===== src/lsu_sched_pkg.sv =====
/*
 * Shared definitions for the load/store issue scheduler.
 * Holds the field widths, the entry state and hazard encodings, the
 * dispatched payload layout and the commit id age compare.
 * Import it with a wildcard in the module header where needed.
 */
package lsu_sched_pkg;

  // ------------------------------------------------------------
  // Field widths
  // ------------------------------------------------------------
  localparam int CMT_ID_W = 6;   // Commit id, wraps modulo 2^6
  localparam int RNID_W   = 6;   // Physical register id
  localparam int ADDR_W   = 16;  // Address offset payload

  // ------------------------------------------------------------
  // Encodings
  // ------------------------------------------------------------
  typedef enum logic [1:0] {
    ST_FREE     = 2'd0,
    ST_WAIT     = 2'd1,  // Waiting for operand or for pick
    ST_ISSUED   = 2'd2,  // Sent down, waiting for EX1 report
    ST_HAZ_WAIT = 2'd3   // Parked on a hazard
  } lsu_sched_state_t;

  // Hazard reported by the first execute stage
  typedef enum logic [1:0] {
    HAZ_NONE      = 2'd0,
    HAZ_TLB_MISS  = 2'd1,
    HAZ_UC_ACCESS = 2'd2
  } lsu_haz_t;

  // Dispatched memory operation
  typedef struct packed {
    logic [CMT_ID_W-1:0] cmt_id;
    logic                is_store;
    logic                rs1_valid;  // Base register is used
    logic [RNID_W-1:0]   rs1_rnid;
    logic                rs1_ready;  // Base register value available
    logic [ADDR_W-1:0]   addr_off;
  } lsu_payload_t;

  // ------------------------------------------------------------
  // Age compare
  // ------------------------------------------------------------
  // True when id a sits at or after id b in program order. Both are
  // measured as distance from the ROB head so the wrap is harmless.
  function automatic logic is_younger_or_same(
    input logic [CMT_ID_W-1:0] a,
    input logic [CMT_ID_W-1:0] b,
    input logic [CMT_ID_W-1:0] head
  );
    logic [CMT_ID_W-1:0] a_dist;
    logic [CMT_ID_W-1:0] b_dist;
    a_dist = a - head;
    b_dist = b - head;
    return a_dist >= b_dist;
  endfunction

endpackage


===== src/lsu_entry_if.sv =====
/*
 * Per-entry link between allocator, scheduler entry and picker.
 * One instance per entry; the allocator writes a new operation in,
 * the entry reports its status, the picker grants issue.
 */
`timescale 1ns/1ps

interface lsu_entry_if
  import lsu_sched_pkg::*;
();

  logic         put;          // Load this entry this cycle
  lsu_payload_t put_payload;
  logic         busy;         // Entry not FREE
  logic         ready;        // Eligible for issue
  lsu_payload_t payload;      // Stored operation
  logic         picked;       // Granted by the picker

  modport alloc (
    output put,
    output put_payload,
    input  busy
  );

  modport entry (
    input  put,
    input  put_payload,
    input  picked,
    output busy,
    output ready,
    output payload
  );

  modport pick (
    input  busy,
    input  ready,
    input  payload,
    output picked
  );

endinterface


===== src/lsu_sched_alloc.sv =====
/*
 * Dispatch allocator for the scheduler.
 * Steers each accepted put to the lowest-index free entry and keeps
 * o_put_ready registered. Ready is predicted from this cycle's free
 * mask less the entry taken now, so it never claims a free slot that
 * is not there; a slot freed by an entry shows up one cycle later.
 */
`timescale 1ns/1ps

module lsu_sched_alloc
  import lsu_sched_pkg::*;
#(
  parameter int NUM_ENTRIES = 8
) (
  input  logic         i_clk,
  input  logic         i_reset_n,
  input  logic         i_put,
  input  lsu_payload_t i_put_payload,
  output logic         o_put_ready,
  lsu_entry_if.alloc   ent [NUM_ENTRIES]
);

  logic [NUM_ENTRIES-1:0] w_busy;
  logic [NUM_ENTRIES-1:0] w_free;
  logic [NUM_ENTRIES-1:0] w_sel_oh;     // Lowest free entry
  logic                   w_accept;
  logic                   r_put_ready;

  assign w_free   = ~w_busy;
  assign w_sel_oh = w_free & ~(w_free - 1'b1);  // Isolate lowest set bit
  assign w_accept = i_put & r_put_ready;

  // ------------------------------------------------------------
  // Per-entry steering
  // ------------------------------------------------------------
  for (genvar i = 0; i < NUM_ENTRIES; i++) begin : g_steer
    assign w_busy[i]          = ent[i].busy;
    assign ent[i].put         = w_accept & w_sel_oh[i];
    assign ent[i].put_payload = i_put_payload;  // Broadcast, put selects
  end

  // ------------------------------------------------------------
  // Ready flag
  // ------------------------------------------------------------
  always_ff @(posedge i_clk or negedge i_reset_n) begin
    if (!i_reset_n) begin
      r_put_ready <= 1'b1;  // All entries free out of reset
    end else if (w_accept) begin
      r_put_ready <= |(w_free & ~w_sel_oh);  // Taken slot stays busy
    end else begin
      r_put_ready <= |w_free;
    end
  end

  assign o_put_ready = r_put_ready;

endmodule


===== src/lsu_sched_entry.sv =====
/*
 * One load/store scheduler entry.
 * Holds a dispatched operation, snoops the writeback bus for its base
 * register, requests issue when ready, and follows the EX1 report:
 * a clean report frees it, a hazard parks it until the TLB resolves
 * or, for an uncached access, until it heads the ROB with the store
 * buffer drained. A flush at or older than its id frees it.
 */
`timescale 1ns/1ps

module lsu_sched_entry
  import lsu_sched_pkg::*;
#(
  parameter int NUM_ENTRIES = 8
) (
  input  logic                           i_clk,
  input  logic                           i_reset_n,
  lsu_entry_if.entry                     ent,
  input  logic [$clog2(NUM_ENTRIES)-1:0] i_my_index,

  // Writeback wakeup
  input  logic                           i_wb_valid,
  input  logic [RNID_W-1:0]              i_wb_rnid,

  // EX1 report
  input  logic                           i_ex1_valid,
  input  logic [$clog2(NUM_ENTRIES)-1:0] i_ex1_index,
  input  lsu_haz_t                       i_ex1_haz,

  // Hazard release
  input  logic                           i_tlb_resolve,
  input  logic [CMT_ID_W-1:0]            i_rob_head_cmt_id,
  input  logic                           i_st_buffer_empty,

  // Flush
  input  logic                           i_flush,
  input  logic [CMT_ID_W-1:0]            i_flush_cmt_id
);

  lsu_sched_state_t r_state;
  lsu_sched_state_t w_state_next;
  lsu_haz_t         r_haz;
  lsu_haz_t         w_haz_next;
  lsu_payload_t     r_payload;
  lsu_payload_t     w_put_payload;

  logic w_busy;
  logic w_ready;
  logic w_wakeup;
  logic w_put_wakeup;
  logic w_flush;
  logic w_put_flush;
  logic w_ex1_hit;
  logic w_uc_release;

  // ------------------------------------------------------------
  // Status decode
  // ------------------------------------------------------------
  assign w_busy = (r_state != ST_FREE);

  assign w_wakeup = i_wb_valid & r_payload.rs1_valid &
                    (i_wb_rnid == r_payload.rs1_rnid);
  // Wakeup landing in the dispatch cycle
  assign w_put_wakeup = i_wb_valid & ent.put_payload.rs1_valid &
                        (i_wb_rnid == ent.put_payload.rs1_rnid);

  assign w_flush = i_flush & w_busy &
                   is_younger_or_same(r_payload.cmt_id, i_flush_cmt_id,
                                      i_rob_head_cmt_id);
  assign w_put_flush = i_flush &
                       is_younger_or_same(ent.put_payload.cmt_id, i_flush_cmt_id,
                                          i_rob_head_cmt_id);

  assign w_ex1_hit    = i_ex1_valid & (i_ex1_index == i_my_index);
  assign w_uc_release = (i_rob_head_cmt_id == r_payload.cmt_id) & i_st_buffer_empty;

  // Killed entries must not be granted in the flush cycle
  assign w_ready = (r_state == ST_WAIT) & !w_flush &
                   (!r_payload.rs1_valid | r_payload.rs1_ready);

  // ------------------------------------------------------------
  // State machine
  // ------------------------------------------------------------
  always_comb begin
    w_state_next = r_state;
    w_haz_next   = r_haz;
    case (r_state)
      ST_FREE: begin
        if (ent.put && !w_put_flush) begin  // Doomed dispatch stays FREE
          w_state_next = ST_WAIT;
          w_haz_next   = HAZ_NONE;
        end
      end
      ST_WAIT: begin
        if (w_flush) begin
          w_state_next = ST_FREE;
        end else if (ent.picked && w_ready) begin
          w_state_next = ST_ISSUED;
        end
      end
      ST_ISSUED: begin
        if (w_flush) begin
          w_state_next = ST_FREE;
        end else if (w_ex1_hit) begin
          if (i_ex1_haz == HAZ_NONE) begin
            w_state_next = ST_FREE;  // Clean, retire
          end else begin
            w_state_next = ST_HAZ_WAIT;
            w_haz_next   = i_ex1_haz;
          end
        end
      end
      ST_HAZ_WAIT: begin
        if (w_flush) begin
          w_state_next = ST_FREE;
        end else begin
          case (r_haz)
            HAZ_TLB_MISS:  if (i_tlb_resolve) w_state_next = ST_WAIT;
            HAZ_UC_ACCESS: if (w_uc_release)  w_state_next = ST_WAIT;
            default:       w_state_next = ST_WAIT;  // Nothing to wait on
          endcase
        end
      end
      default: w_state_next = ST_FREE;
    endcase
  end

  always_ff @(posedge i_clk or negedge i_reset_n) begin
    if (!i_reset_n) begin
      r_state <= ST_FREE;
      r_haz   <= HAZ_NONE;
    end else begin
      r_state <= w_state_next;
      r_haz   <= w_haz_next;
    end
  end

  // ------------------------------------------------------------
  // Payload and operand tracking
  // ------------------------------------------------------------
  always_comb begin
    w_put_payload           = ent.put_payload;
    w_put_payload.rs1_ready = ent.put_payload.rs1_ready | w_put_wakeup;
  end

  always_ff @(posedge i_clk) begin
    if ((r_state == ST_FREE) && ent.put) begin
      r_payload <= w_put_payload;
    end else if (w_busy && w_wakeup) begin
      r_payload.rs1_ready <= 1'b1;  // Seen on writeback
    end
  end

  assign ent.busy    = w_busy;
  assign ent.ready   = w_ready;
  assign ent.payload = r_payload;

endmodule


===== src/lsu_sched_pick.sv =====
/*
 * Oldest-ready issue picker.
 * An age matrix records, for each entry, which entries were already
 * busy when it was allocated. Among the ready entries the one with no
 * older ready entry is granted; its id and address are registered as
 * the issue output for the next cycle.
 */
`timescale 1ns/1ps

module lsu_sched_pick
  import lsu_sched_pkg::*;
#(
  parameter int NUM_ENTRIES = 8
) (
  input  logic                           i_clk,
  input  logic                           i_reset_n,
  lsu_entry_if.pick                      ent [NUM_ENTRIES],
  output logic                           o_issue_valid,
  output logic [$clog2(NUM_ENTRIES)-1:0] o_issue_index,
  output logic [CMT_ID_W-1:0]            o_issue_cmt_id,
  output logic [ADDR_W-1:0]              o_issue_addr
);

  localparam int IDX_W = $clog2(NUM_ENTRIES);

  logic [NUM_ENTRIES-1:0] w_busy;
  logic [NUM_ENTRIES-1:0] w_ready;
  logic [NUM_ENTRIES-1:0] w_new;       // Became busy this cycle
  logic [NUM_ENTRIES-1:0] w_grant;
  logic [NUM_ENTRIES-1:0] r_busy_q;
  logic [NUM_ENTRIES-1:0] r_older [NUM_ENTRIES];  // [i][j] j older than i
  logic [NUM_ENTRIES-1:0] w_older [NUM_ENTRIES];
  lsu_payload_t           w_payload [NUM_ENTRIES];
  logic [IDX_W-1:0]       w_sel_index;
  logic [CMT_ID_W-1:0]    w_sel_cmt_id;
  logic [ADDR_W-1:0]      w_sel_addr;

  for (genvar i = 0; i < NUM_ENTRIES; i++) begin : g_ent
    assign w_busy[i]     = ent[i].busy;
    assign w_ready[i]    = ent[i].ready;
    assign w_payload[i]  = ent[i].payload;
    assign ent[i].picked = w_grant[i];
  end

  assign w_new = w_busy & ~r_busy_q;

  // ------------------------------------------------------------
  // Age matrix, current view includes this cycle's allocation
  // ------------------------------------------------------------
  always_comb begin
    for (int i = 0; i < NUM_ENTRIES; i++) begin
      if (w_new[i]) begin
        w_older[i] = r_busy_q;  // Everything already held is older
      end else begin
        w_older[i] = r_older[i] & ~w_new;
      end
      w_grant[i] = w_ready[i] & ~|(w_ready & w_older[i]);
    end
  end

  always_comb begin
    w_sel_index  = '0;
    w_sel_cmt_id = '0;
    w_sel_addr   = '0;
    for (int i = 0; i < NUM_ENTRIES; i++) begin
      if (w_grant[i]) begin  // At most one grant
        w_sel_index  = IDX_W'(i);
        w_sel_cmt_id = w_payload[i].cmt_id;
        w_sel_addr   = w_payload[i].addr_off;
      end
    end
  end

  always_ff @(posedge i_clk or negedge i_reset_n) begin
    if (!i_reset_n) begin
      r_busy_q      <= '0;
      o_issue_valid <= 1'b0;
      for (int i = 0; i < NUM_ENTRIES; i++) begin
        r_older[i] <= '0;
      end
    end else begin
      r_busy_q      <= w_busy;
      o_issue_valid <= |w_grant;
      r_older       <= w_older;
    end
  end

  // Issue payload, qualified by o_issue_valid
  always_ff @(posedge i_clk) begin
    o_issue_index  <= w_sel_index;
    o_issue_cmt_id <= w_sel_cmt_id;
    o_issue_addr   <= w_sel_addr;
  end

endmodule


===== src/lsu_sched_top.sv =====
/*
 * Load/store issue scheduler top level.
 * Packs the dispatch ports into a payload, then ties the allocator,
 * NUM_ENTRIES scheduler entries and the oldest-ready picker together.
 * Pipeline, TLB, ROB and store buffer status arrive as plain ports.
 */
`timescale 1ns/1ps

module lsu_sched_top
  import lsu_sched_pkg::*;
#(
  parameter int NUM_ENTRIES = 8
) (
  input  logic                           i_clk,
  input  logic                           i_reset_n,

  // Dispatch
  input  logic                           i_put,
  input  logic [CMT_ID_W-1:0]            i_put_cmt_id,
  input  logic                           i_put_is_store,
  input  logic                           i_put_rs1_valid,
  input  logic [RNID_W-1:0]              i_put_rs1_rnid,
  input  logic                           i_put_rs1_ready,
  input  logic [ADDR_W-1:0]              i_put_addr,
  output logic                           o_put_ready,

  // Broadcast status
  input  logic                           i_wb_valid,
  input  logic [RNID_W-1:0]              i_wb_rnid,
  input  logic                           i_ex1_valid,
  input  logic [$clog2(NUM_ENTRIES)-1:0] i_ex1_index,
  input  lsu_haz_t                       i_ex1_haz,
  input  logic                           i_tlb_resolve,
  input  logic [CMT_ID_W-1:0]            i_rob_head_cmt_id,
  input  logic                           i_st_buffer_empty,
  input  logic                           i_flush,
  input  logic [CMT_ID_W-1:0]            i_flush_cmt_id,

  // Issue
  output logic                           o_issue_valid,
  output logic [$clog2(NUM_ENTRIES)-1:0] o_issue_index,
  output logic [CMT_ID_W-1:0]            o_issue_cmt_id,
  output logic [ADDR_W-1:0]              o_issue_addr
);

  lsu_payload_t w_put_payload;

  lsu_entry_if ent_if [NUM_ENTRIES] ();

  assign w_put_payload = '{cmt_id:    i_put_cmt_id,
                           is_store:  i_put_is_store,
                           rs1_valid: i_put_rs1_valid,
                           rs1_rnid:  i_put_rs1_rnid,
                           rs1_ready: i_put_rs1_ready,
                           addr_off:  i_put_addr};

  lsu_sched_alloc #(.NUM_ENTRIES(NUM_ENTRIES)) u_alloc (
    .i_clk(i_clk), .i_reset_n(i_reset_n),
    .i_put(i_put), .i_put_payload(w_put_payload),
    .o_put_ready(o_put_ready), .ent(ent_if)
  );

  // ------------------------------------------------------------
  // Entries
  // ------------------------------------------------------------
  for (genvar i = 0; i < NUM_ENTRIES; i++) begin : g_entry
    lsu_sched_entry #(.NUM_ENTRIES(NUM_ENTRIES)) u_entry (
      .i_clk(i_clk), .i_reset_n(i_reset_n), .ent(ent_if[i]),
      .i_my_index($clog2(NUM_ENTRIES)'(i)),
      .i_wb_valid(i_wb_valid), .i_wb_rnid(i_wb_rnid),
      .i_ex1_valid(i_ex1_valid), .i_ex1_index(i_ex1_index), .i_ex1_haz(i_ex1_haz),
      .i_tlb_resolve(i_tlb_resolve), .i_rob_head_cmt_id(i_rob_head_cmt_id),
      .i_st_buffer_empty(i_st_buffer_empty),
      .i_flush(i_flush), .i_flush_cmt_id(i_flush_cmt_id)
    );
  end

  lsu_sched_pick #(.NUM_ENTRIES(NUM_ENTRIES)) u_pick (
    .i_clk(i_clk), .i_reset_n(i_reset_n), .ent(ent_if),
    .o_issue_valid(o_issue_valid), .o_issue_index(o_issue_index),
    .o_issue_cmt_id(o_issue_cmt_id), .o_issue_addr(o_issue_addr)
  );

endmodule


===== config.mk =====
export PLATFORM = sky130hd
export DESIGN_NAME = lsu_sched_top
export DESIGN_NICKNAME = d
export VERILOG_FILES = /design/src/lsu_sched_pkg.sv /design/src/lsu_entry_if.sv /design/src/lsu_sched_alloc.sv /design/src/lsu_sched_entry.sv /design/src/lsu_sched_pick.sv /design/src/lsu_sched_top.sv
export SDC_FILE = /design/constraint.sdc
export NUM_CORES = 1
export LEC_CHECK = 0
export CORE_MARGIN = 2
export CORE_UTILIZATION = 60
export CTS_BUF_LIST = sky130_fd_sc_hd__clkbuf_4 sky130_fd_sc_hd__clkbuf_8
export DETAILED_ROUTE_END_ITERATION = 8
export DONT_BUFFER_PORTS = 1
export HOLD_SLACK_MARGIN = 0.08
export PLACE_DENSITY = 0.77
export SLEW_MARGIN = 20
export SYNTH_ARGS = -nofsm -noshare
export SYNTH_HDL_FRONTEND = slang
export SYNTH_SLANG_ARGS = --single-unit

===== constraint.sdc =====
create_clock -name i_clk -period 5.27 [get_ports i_clk]
set_input_delay 0.2635 -clock i_clk [delete_from_list [all_inputs] [get_ports i_clk]]
set_output_delay 0.2635 -clock i_clk [all_outputs]
set_load 0.01 [all_outputs]

Yosys cells after proc, flatten, opt, wreduce, memory -nomap -nowiden
Index checks and enable logic that the tools add are counted.
Widths: inputs -> output; s select.
{"block": "totals", "reg_bits": 371, "in_bits": 62, "out_inout_bits": 27, "elab_cells": 611}
{"block": "classes", "addsub": 11, "magnitude_cmp": 9, "eq_ne": 128, "muxes": 154, "n_bitwise": 117, "n_reduce_logical": 120}
{"op": "$mux 2", "count": 87}
{"op": "$and 8x8->8", "count": 19}
{"op": "$mux 16", "count": 8}
{"op": "$eq 6x6->1", "count": 17}
{"op": "$reduce_or 8->1", "count": 11}
{"op": "$and 1x1->1", "count": 84}
{"op": "$reduce_and 5->1", "count": 16}
{"op": "$mux 8", "count": 8}
{"op": "$pmux 2 s2", "count": 16}
{"op": "$pmux 2 s4", "count": 8}
{"op": "$sub 6x6->6", "count": 10}
{"op": "$ge 6x6->1", "count": 9}
{"op": "$eq 2x2->1 const B", "count": 24}
{"op": "$mux 6", "count": 8}
{"op": "$reduce_bool 2->1", "count": 24}
{"op": "$not 8->8", "count": 5}
{"op": "$eq 2x1->1 const B", "count": 16}
{"op": "$logic_and 1x1->1", "count": 32}
{"op": "$ne 2x1->1 const B", "count": 16}
{"op": "$ne 2x2->1 const B", "count": 16}
{"op": "$ne 4x2->1 const B", "count": 8}
{"op": "$ne 4x3->1 const B", "count": 8}
{"op": "$logic_not 1->1", "count": 25}
{"op": "$ne 3x1->1 const B", "count": 8}
{"op": "11 further kinds", "count": 56}

Depth between registers and ports, before layout
{"block": "logic_depth", "word_depth": 18, "depth_mapped": 20, "depth_no_buf": 17}

By module
Synthesis repeated with hierarchy kept, for this count alone.
{"block": "hier_totals", "cells_unflattened": 2553, "hier_area_um2": 25948.6}
{"mod": "lsu_sched_entry (g_entry[0].u_entry ...)", "n_inst": 6, "cells_per_inst": 193, "area_per_inst_um2": 2258.4, "seq_area_each_um2": 1031.0}
{"mod": "lsu_sched_pick", "n_inst": 1, "cells_per_inst": 719, "area_per_inst_um2": 5743.0, "seq_area_each_um2": 2327.2}
{"mod": "lsu_sched_entry (g_entry[7].u_entry)", "n_inst": 1, "cells_per_inst": 204, "area_per_inst_um2": 2302.2, "seq_area_each_um2": 1031.0}
{"mod": "lsu_sched_entry (g_entry[6].u_entry)", "n_inst": 1, "cells_per_inst": 197, "area_per_inst_um2": 2296.0, "seq_area_each_um2": 1031.0}
{"mod": "lsu_sched_alloc", "n_inst": 1, "cells_per_inst": 273, "area_per_inst_um2": 2049.5, "seq_area_each_um2": 26.3}
{"mod": "lsu_sched_top", "n_inst": 1, "cells_per_inst": 2, "area_per_inst_um2": 7.5, "seq_area_each_um2": 0.0}

Worst setup path after synthesis
No wires, ideal clock.
{"block": "synth_path", "path_kind": "register to register", "start": "register g_entry[0].u_entry.r_state[0]", "end": "register g_entry[7].u_entry.r_payload (netlist bit g_entry[7].u_entry.ent.payload[16]), enable pin", "setup_time_ps": 307, "arrival_ps": 4932, "required_time_ps": 4963, "setup_slack_ps": 31, "path_stages_with_launch": 9, "path_buffers": 2, "path_cell_list": "dfrtp_1 > clkbuf_1 > nor2_1 > inv_1 > clkbuf_1 > nand4_1 > or3_1 > nor4_1 > a31o_2"}
{"block": "synth_between", "elab_chain_len": 8}
{"item": "from (decl)", "line": "lsu_sched_entry.sv:40", "source": "lsu_sched_state_t r_state;"}
{"item": "from (signal assigned)", "line": "lsu_sched_entry.sv:133", "source": "r_state <= w_state_next;"}
{"item": "$reduce_bool 2->1", "line": "lsu_sched_entry.sv:59", "source": "assign w_busy = (r_state != ST_FREE);"}
{"item": "net ent_if[0].busy", "line": "lsu_entry_if.sv:14", "source": "logic busy;"}
{"item": "$not 8->8", "line": "lsu_sched_alloc.sv:29", "source": "assign w_free = ~w_busy;"}
{"item": "$sub 8x1->8", "line": "lsu_sched_alloc.sv:30", "source": "assign w_sel_oh = w_free & ~(w_free - 1'b1);"}
{"item": "$not 8->8", "line": "lsu_sched_alloc.sv:30"}
{"item": "$and 8x8->8", "line": "lsu_sched_alloc.sv:30"}
{"item": "$and 1x1->1", "line": "lsu_sched_alloc.sv:38", "source": "assign ent[i].put = w_accept & w_sel_oh[i];"}
{"item": "$logic_and 1x1->1", "line": "lsu_sched_entry.sv:147", "source": "if ((r_state == ST_FREE) && ent.put) begin"}
{"item": "$reduce_bool 2->1 (no line)"}
{"item": "to (signal assigned)", "line": "lsu_sched_entry.sv:148", "source": "r_payload <= w_put_payload;"}
{"item": "to (decl)", "line": "lsu_sched_entry.sv:44", "source": "lsu_payload_t r_payload;"}
The timed path passes the listed nets, and every way through them passes these cells.
A chain may end at the register's enable or synchronous reset.

Worst setup path after layout
{"block": "layout_path", "start": "register g_entry[3].u_entry.r_payload (netlist bit g_entry[3].u_entry.ent.payload[25])", "end": "register g_entry[2].u_entry.r_state[1]"}
{"block": "layout_between", "elab_chain_len": 13}
{"item": "from (decl)", "line": "lsu_sched_entry.sv:44"}
{"item": "from (signal assigned)", "line": "lsu_sched_entry.sv:148"}
{"item": "$sub 6x6->6", "line": "lsu_sched_pkg.sv:55", "source": "a_dist = a - head;"}
{"item": "$ge 6x6->1", "line": "lsu_sched_pkg.sv:57", "source": "return a_dist >= b_dist;"}
{"item": "$and 1x1->1", "line": "lsu_sched_entry.sv:67", "source": "assign w_flush = i_flush & w_busy &"}
{"item": "$logic_not 1->1", "line": "lsu_sched_entry.sv:78", "source": "assign w_ready = (r_state == ST_WAIT) & !w_flush &"}
{"item": "$and 1x1->1 (2 in a row)", "line": "lsu_sched_entry.sv:78"}
{"item": "$and 8x8->8", "line": "lsu_sched_pick.sv:57", "source": "w_grant[i] = w_ready[i] & ~|(w_ready & w_older[i]);"}
{"item": "$reduce_or 8->1", "line": "lsu_sched_pick.sv:57"}
{"item": "$logic_not 1->1", "line": "lsu_sched_pick.sv:57"}
{"item": "$and 1x1->1", "line": "lsu_sched_pick.sv:57"}
{"item": "$logic_and 1x1->1", "line": "lsu_sched_entry.sv:97", "source": "end else if (ent.picked && w_ready) begin"}
{"item": "$ne 3x2->1 (no line)"}
{"item": "$reduce_and 5->1 (no line)"}
{"item": "to (signal assigned)", "line": "lsu_sched_entry.sv:133"}
{"item": "to (decl)", "line": "lsu_sched_entry.sv:40"}
No other way between the ends.

==> results.ini <==
[sta]
setup_viol_count_final=0
tightest_slew_ns=1.22
finalCritPeriodShare=0.931
hold_violations=0
clock_skew_ns=0.0437
finalSetupTns_ns=0
rsz0062_at_grt=no
period_minus_slack_ns=4.91
slew_headroom=0.186
fmax_ghz=0.204
maxSlewViolCount=0

[yosys]
ys_async_sr_fraction=0.286
ys_seq_area_frac=0.551
synth-edff-count=240
synth_flop_cell=edfxtp_1
yosys_warnings=0
syn-cell-area_um2=18800
syn_inst=1640
ys_types=85
synth_seq_cells=371
syn_nets=1798
syn_avg_cell_area_um2=11.5

[grt]
grt_overflow=0
grt_max_degree=107
antenna_found_initial=1
grt_pass1_vias=14200
grt_pass1_wl_mm=82.3
grt_use_total=0.331

[finish]
final_area_um2=21300
fin_cells=2174
layout-drive-gt1-share=0.129
fin_nets=1883
area_growth_pct=13.4

[route]
vias=14400
drc=0
avgViaCountPerCell=6.62
drt_iter0_markers=1636
drt_pass1_iterations=5
ant_nets=0
routedWlPerCell_um=24.9
wl_mm=54.1

[clocking]
clockRootBuffer=clkbuf_8
cts_tree=done
cts_buffers=59
cts_max_level=2
path_clk_slew_ns=0.06
cts_max_path_buffers=3
cts.sinks=371
clkLatencyLatePin_ns=0.64
post_cts_resized=0

[place]
place_area_um2=19400
dp.cells=2010
place_congestion=0.939
hpwl_mm=36.0
io_buffers=0

[pwr]
power.density_nw_per_um2=483
cellLeakagePower_nw=8.28
irDropWorstVdd_mv=0.321
p_total_w=0.0103

[setup_path]
r2r.worst_path.cells=17
cp_data_required_time_ns=5.81
path_max_fanout=7
regToRegStartpoint=g_entry[3].u_entry.ent.payload[25]
critPathCapture=g_entry[2].u_entry.r_state[1]
worst_ep_arrival_time_ns=5.45
rrSetupSlack_ns=0.36
critical_path_class=reg2reg
r2r-end=g_entry[2].u_entry.r_state[1]
setup.worst_path.start_class=register
endpoint_kind=register
critPathLaunch=g_entry[3].u_entry.ent.payload[25]

[die]
dieHeight_um=181
die_w_um=181
pin_count=89
start_util=0.611
die_area_um2=32700
fp.coreArea_um2=30700
num_rows=64

[worst_hold_path]
hold_class=in2reg

[flow_run]
cap_violations=0

[outcome]
status=finished, final reports clean

## cell type report
class,count,area (µm²)
repair buffers,100,918
multi-input cells,1112,7890
fillers,2221,9440
flip-flops and latches,371,10400
well taps,396,495
clock inverters,14,148
inverters,81,304
diodes,2,5.00
clock buffers,98,1190
## report_power, final
part,internal [W],leakage (nW),switching (W)
Sequential,0.00371,3.75,0.000383
Clock,0.00153,0.714,0.00116
Combinational,0.00129,3.81,0.00221
Total,0.00654,8.28,0.00375
## synth_stat cells, types with 23 or more instances
master     instances  area (µm²)
a21oi_1           72         360
a31oi_1           25         156
clkbuf_1          47         176
dfrtp_1          105        2630
dfxtp_1           25         500
edfxtp_1         240        7210
ha_1              86        1080
inv_1             77         289
nand2_1           75         282
nand3_1           55         275
nand4_1           23         144
nor2_1           163         612
o2111ai_1         25         219
o21ai_0           51         255
o22a_1            31         272
or2_2             23         144
xnor2_1           35         307
xor2_1            50         438
## flip-flops by register name, indices dropped and copies added, names as in the netlist
name                         cells
u_pick.r_busy_q                  8
u_alloc.o_put_ready              1
u_pick.o_issue_valid             1
u_pick.o_issue_index             3
g_entry.u_entry.r_state         16
g_entry.u_entry.r_haz           16
u_pick.o_issue_cmt_id            6
g_entry.u_entry.ent.payload    240
u_pick.r_older                  64
u_pick.o_issue_addr             16
## worst min path at each step
stage                                    endpoint          from  slack, ns  depth (start not counted)
2_1_floorplan         g_entry[0].u_entry.r_haz[0]     i_reset_n      -0.03                          0
3_3_place_gp          g_entry[0].u_entry.r_haz[0]     i_reset_n      -0.03                          0
3_5_place_dp          g_entry[0].u_entry.r_haz[0]     i_reset_n      -0.03                          0
4_1_cts             g_entry[1].u_entry.r_state[1]  i_ex1_haz[1]       0.08                          4
5_1_grt        g_entry[1].u_entry.ent.payload[16]  i_wb_rnid[3]       0.11                          3
6_report       g_entry[0].u_entry.ent.payload[16]  i_wb_rnid[1]       0.09                          3
## per-layer routing
metal | part of all wire | up-vias | track usage | routed length [µm]
met4 | 0.035 | 0 | 0.138 | 1910
met2 | 0.45 | 868 | 0.510 | 24300
li1 | - | 6356 | - | -
met5 | 0 | - | 0 | 0
met3 | 0.11 | 144 | 0.0814 | 5910
met1 | 0.41 | 7014 | 0.452 | 21900
## cells in the final DEF (no fill, tap or decap), types with 11 or more instances in the layout
master / count
o22a_1: 31
o211ai_1: 12
and2_1: 15
o311ai_0: 14
or3_1: 12
a21o_1: 15
a221oi_1: 21
clkbuf_8: 72
o2111ai_1: 25
a31oi_1: 25
buf_4: 48
edfxtp_1: 240
inv_1: 77
maj3_1: 18
nand4_1: 23
nor2_1: 160
dfxtp_1: 25
a21oi_1: 72
xor2_1: 50
or2_2: 23
a31o_2: 13
o21a_1: 22
clkbuf_4: 26
nand2_1: 75
nor2b_1: 22
o31a_1: 11
nand2b_1: 20
o21ai_0: 51
nand3_1: 55
ha_1: 86
xnor2_1: 35
dfrtp_1: 105
nand3b_1: 21
dlygate4sd3_1: 49
nor3_1: 12
## kinds of logic (layout without fill, tap and decap cells)
group | count (synthesis) | after routing | share of synthesized area
muxes | 4 | 4 | 0.00226
and+or+nand+nor | 497 | 497 | 0.134
AOI/OAI and AO/OA | 407 | 407 | 0.158
xor gates and xnor gates | 86 | 86 | 0.0405
buffers and inverters | 157 | 293 | 0.0336
adders and majority gates | 118 | 118 | 0.0799
other | 0 | 2 | 0
DFF | 371 | 371 | 0.551
## stage by stage
step	util	setup slack (ns)	hold slack (ns)
final	0.693	0.362	0.0888
after global routing	0.693	0.204	0.108
after CTS	0.693	0.459	0.0814
after detailed placement	0.633	0.198	-0.0286
after global placement	0.633	0.292	-0.0289
after floorplan	-	0.0305	-0.0321
## critical path: stages (launching register included)
cell,delay (ns)
edfxtp_1,0.38
inv_1,0.17
ha_1,0.20
inv_1,0.05
fa_1,0.40
xor2_1,0.18
ha_1,0.29
o21ai_0,0.12
o21ba_2,0.22
maj3_1,0.35
maj3_1,0.46
o211ai_1,0.24
nand4_1,0.21
nor4_2,0.57
buf_4,0.27
a31oi_1,0.05
a21oi_1,0.12
dlygate4sd3_1,0.56
## what timing repair did
item / CTS / global route
setup buffers: 0 / 0
hold buffers: 50 / 0
endpoints found under the hold margin: 381 / 0
(Power assumes the default switching activity.)
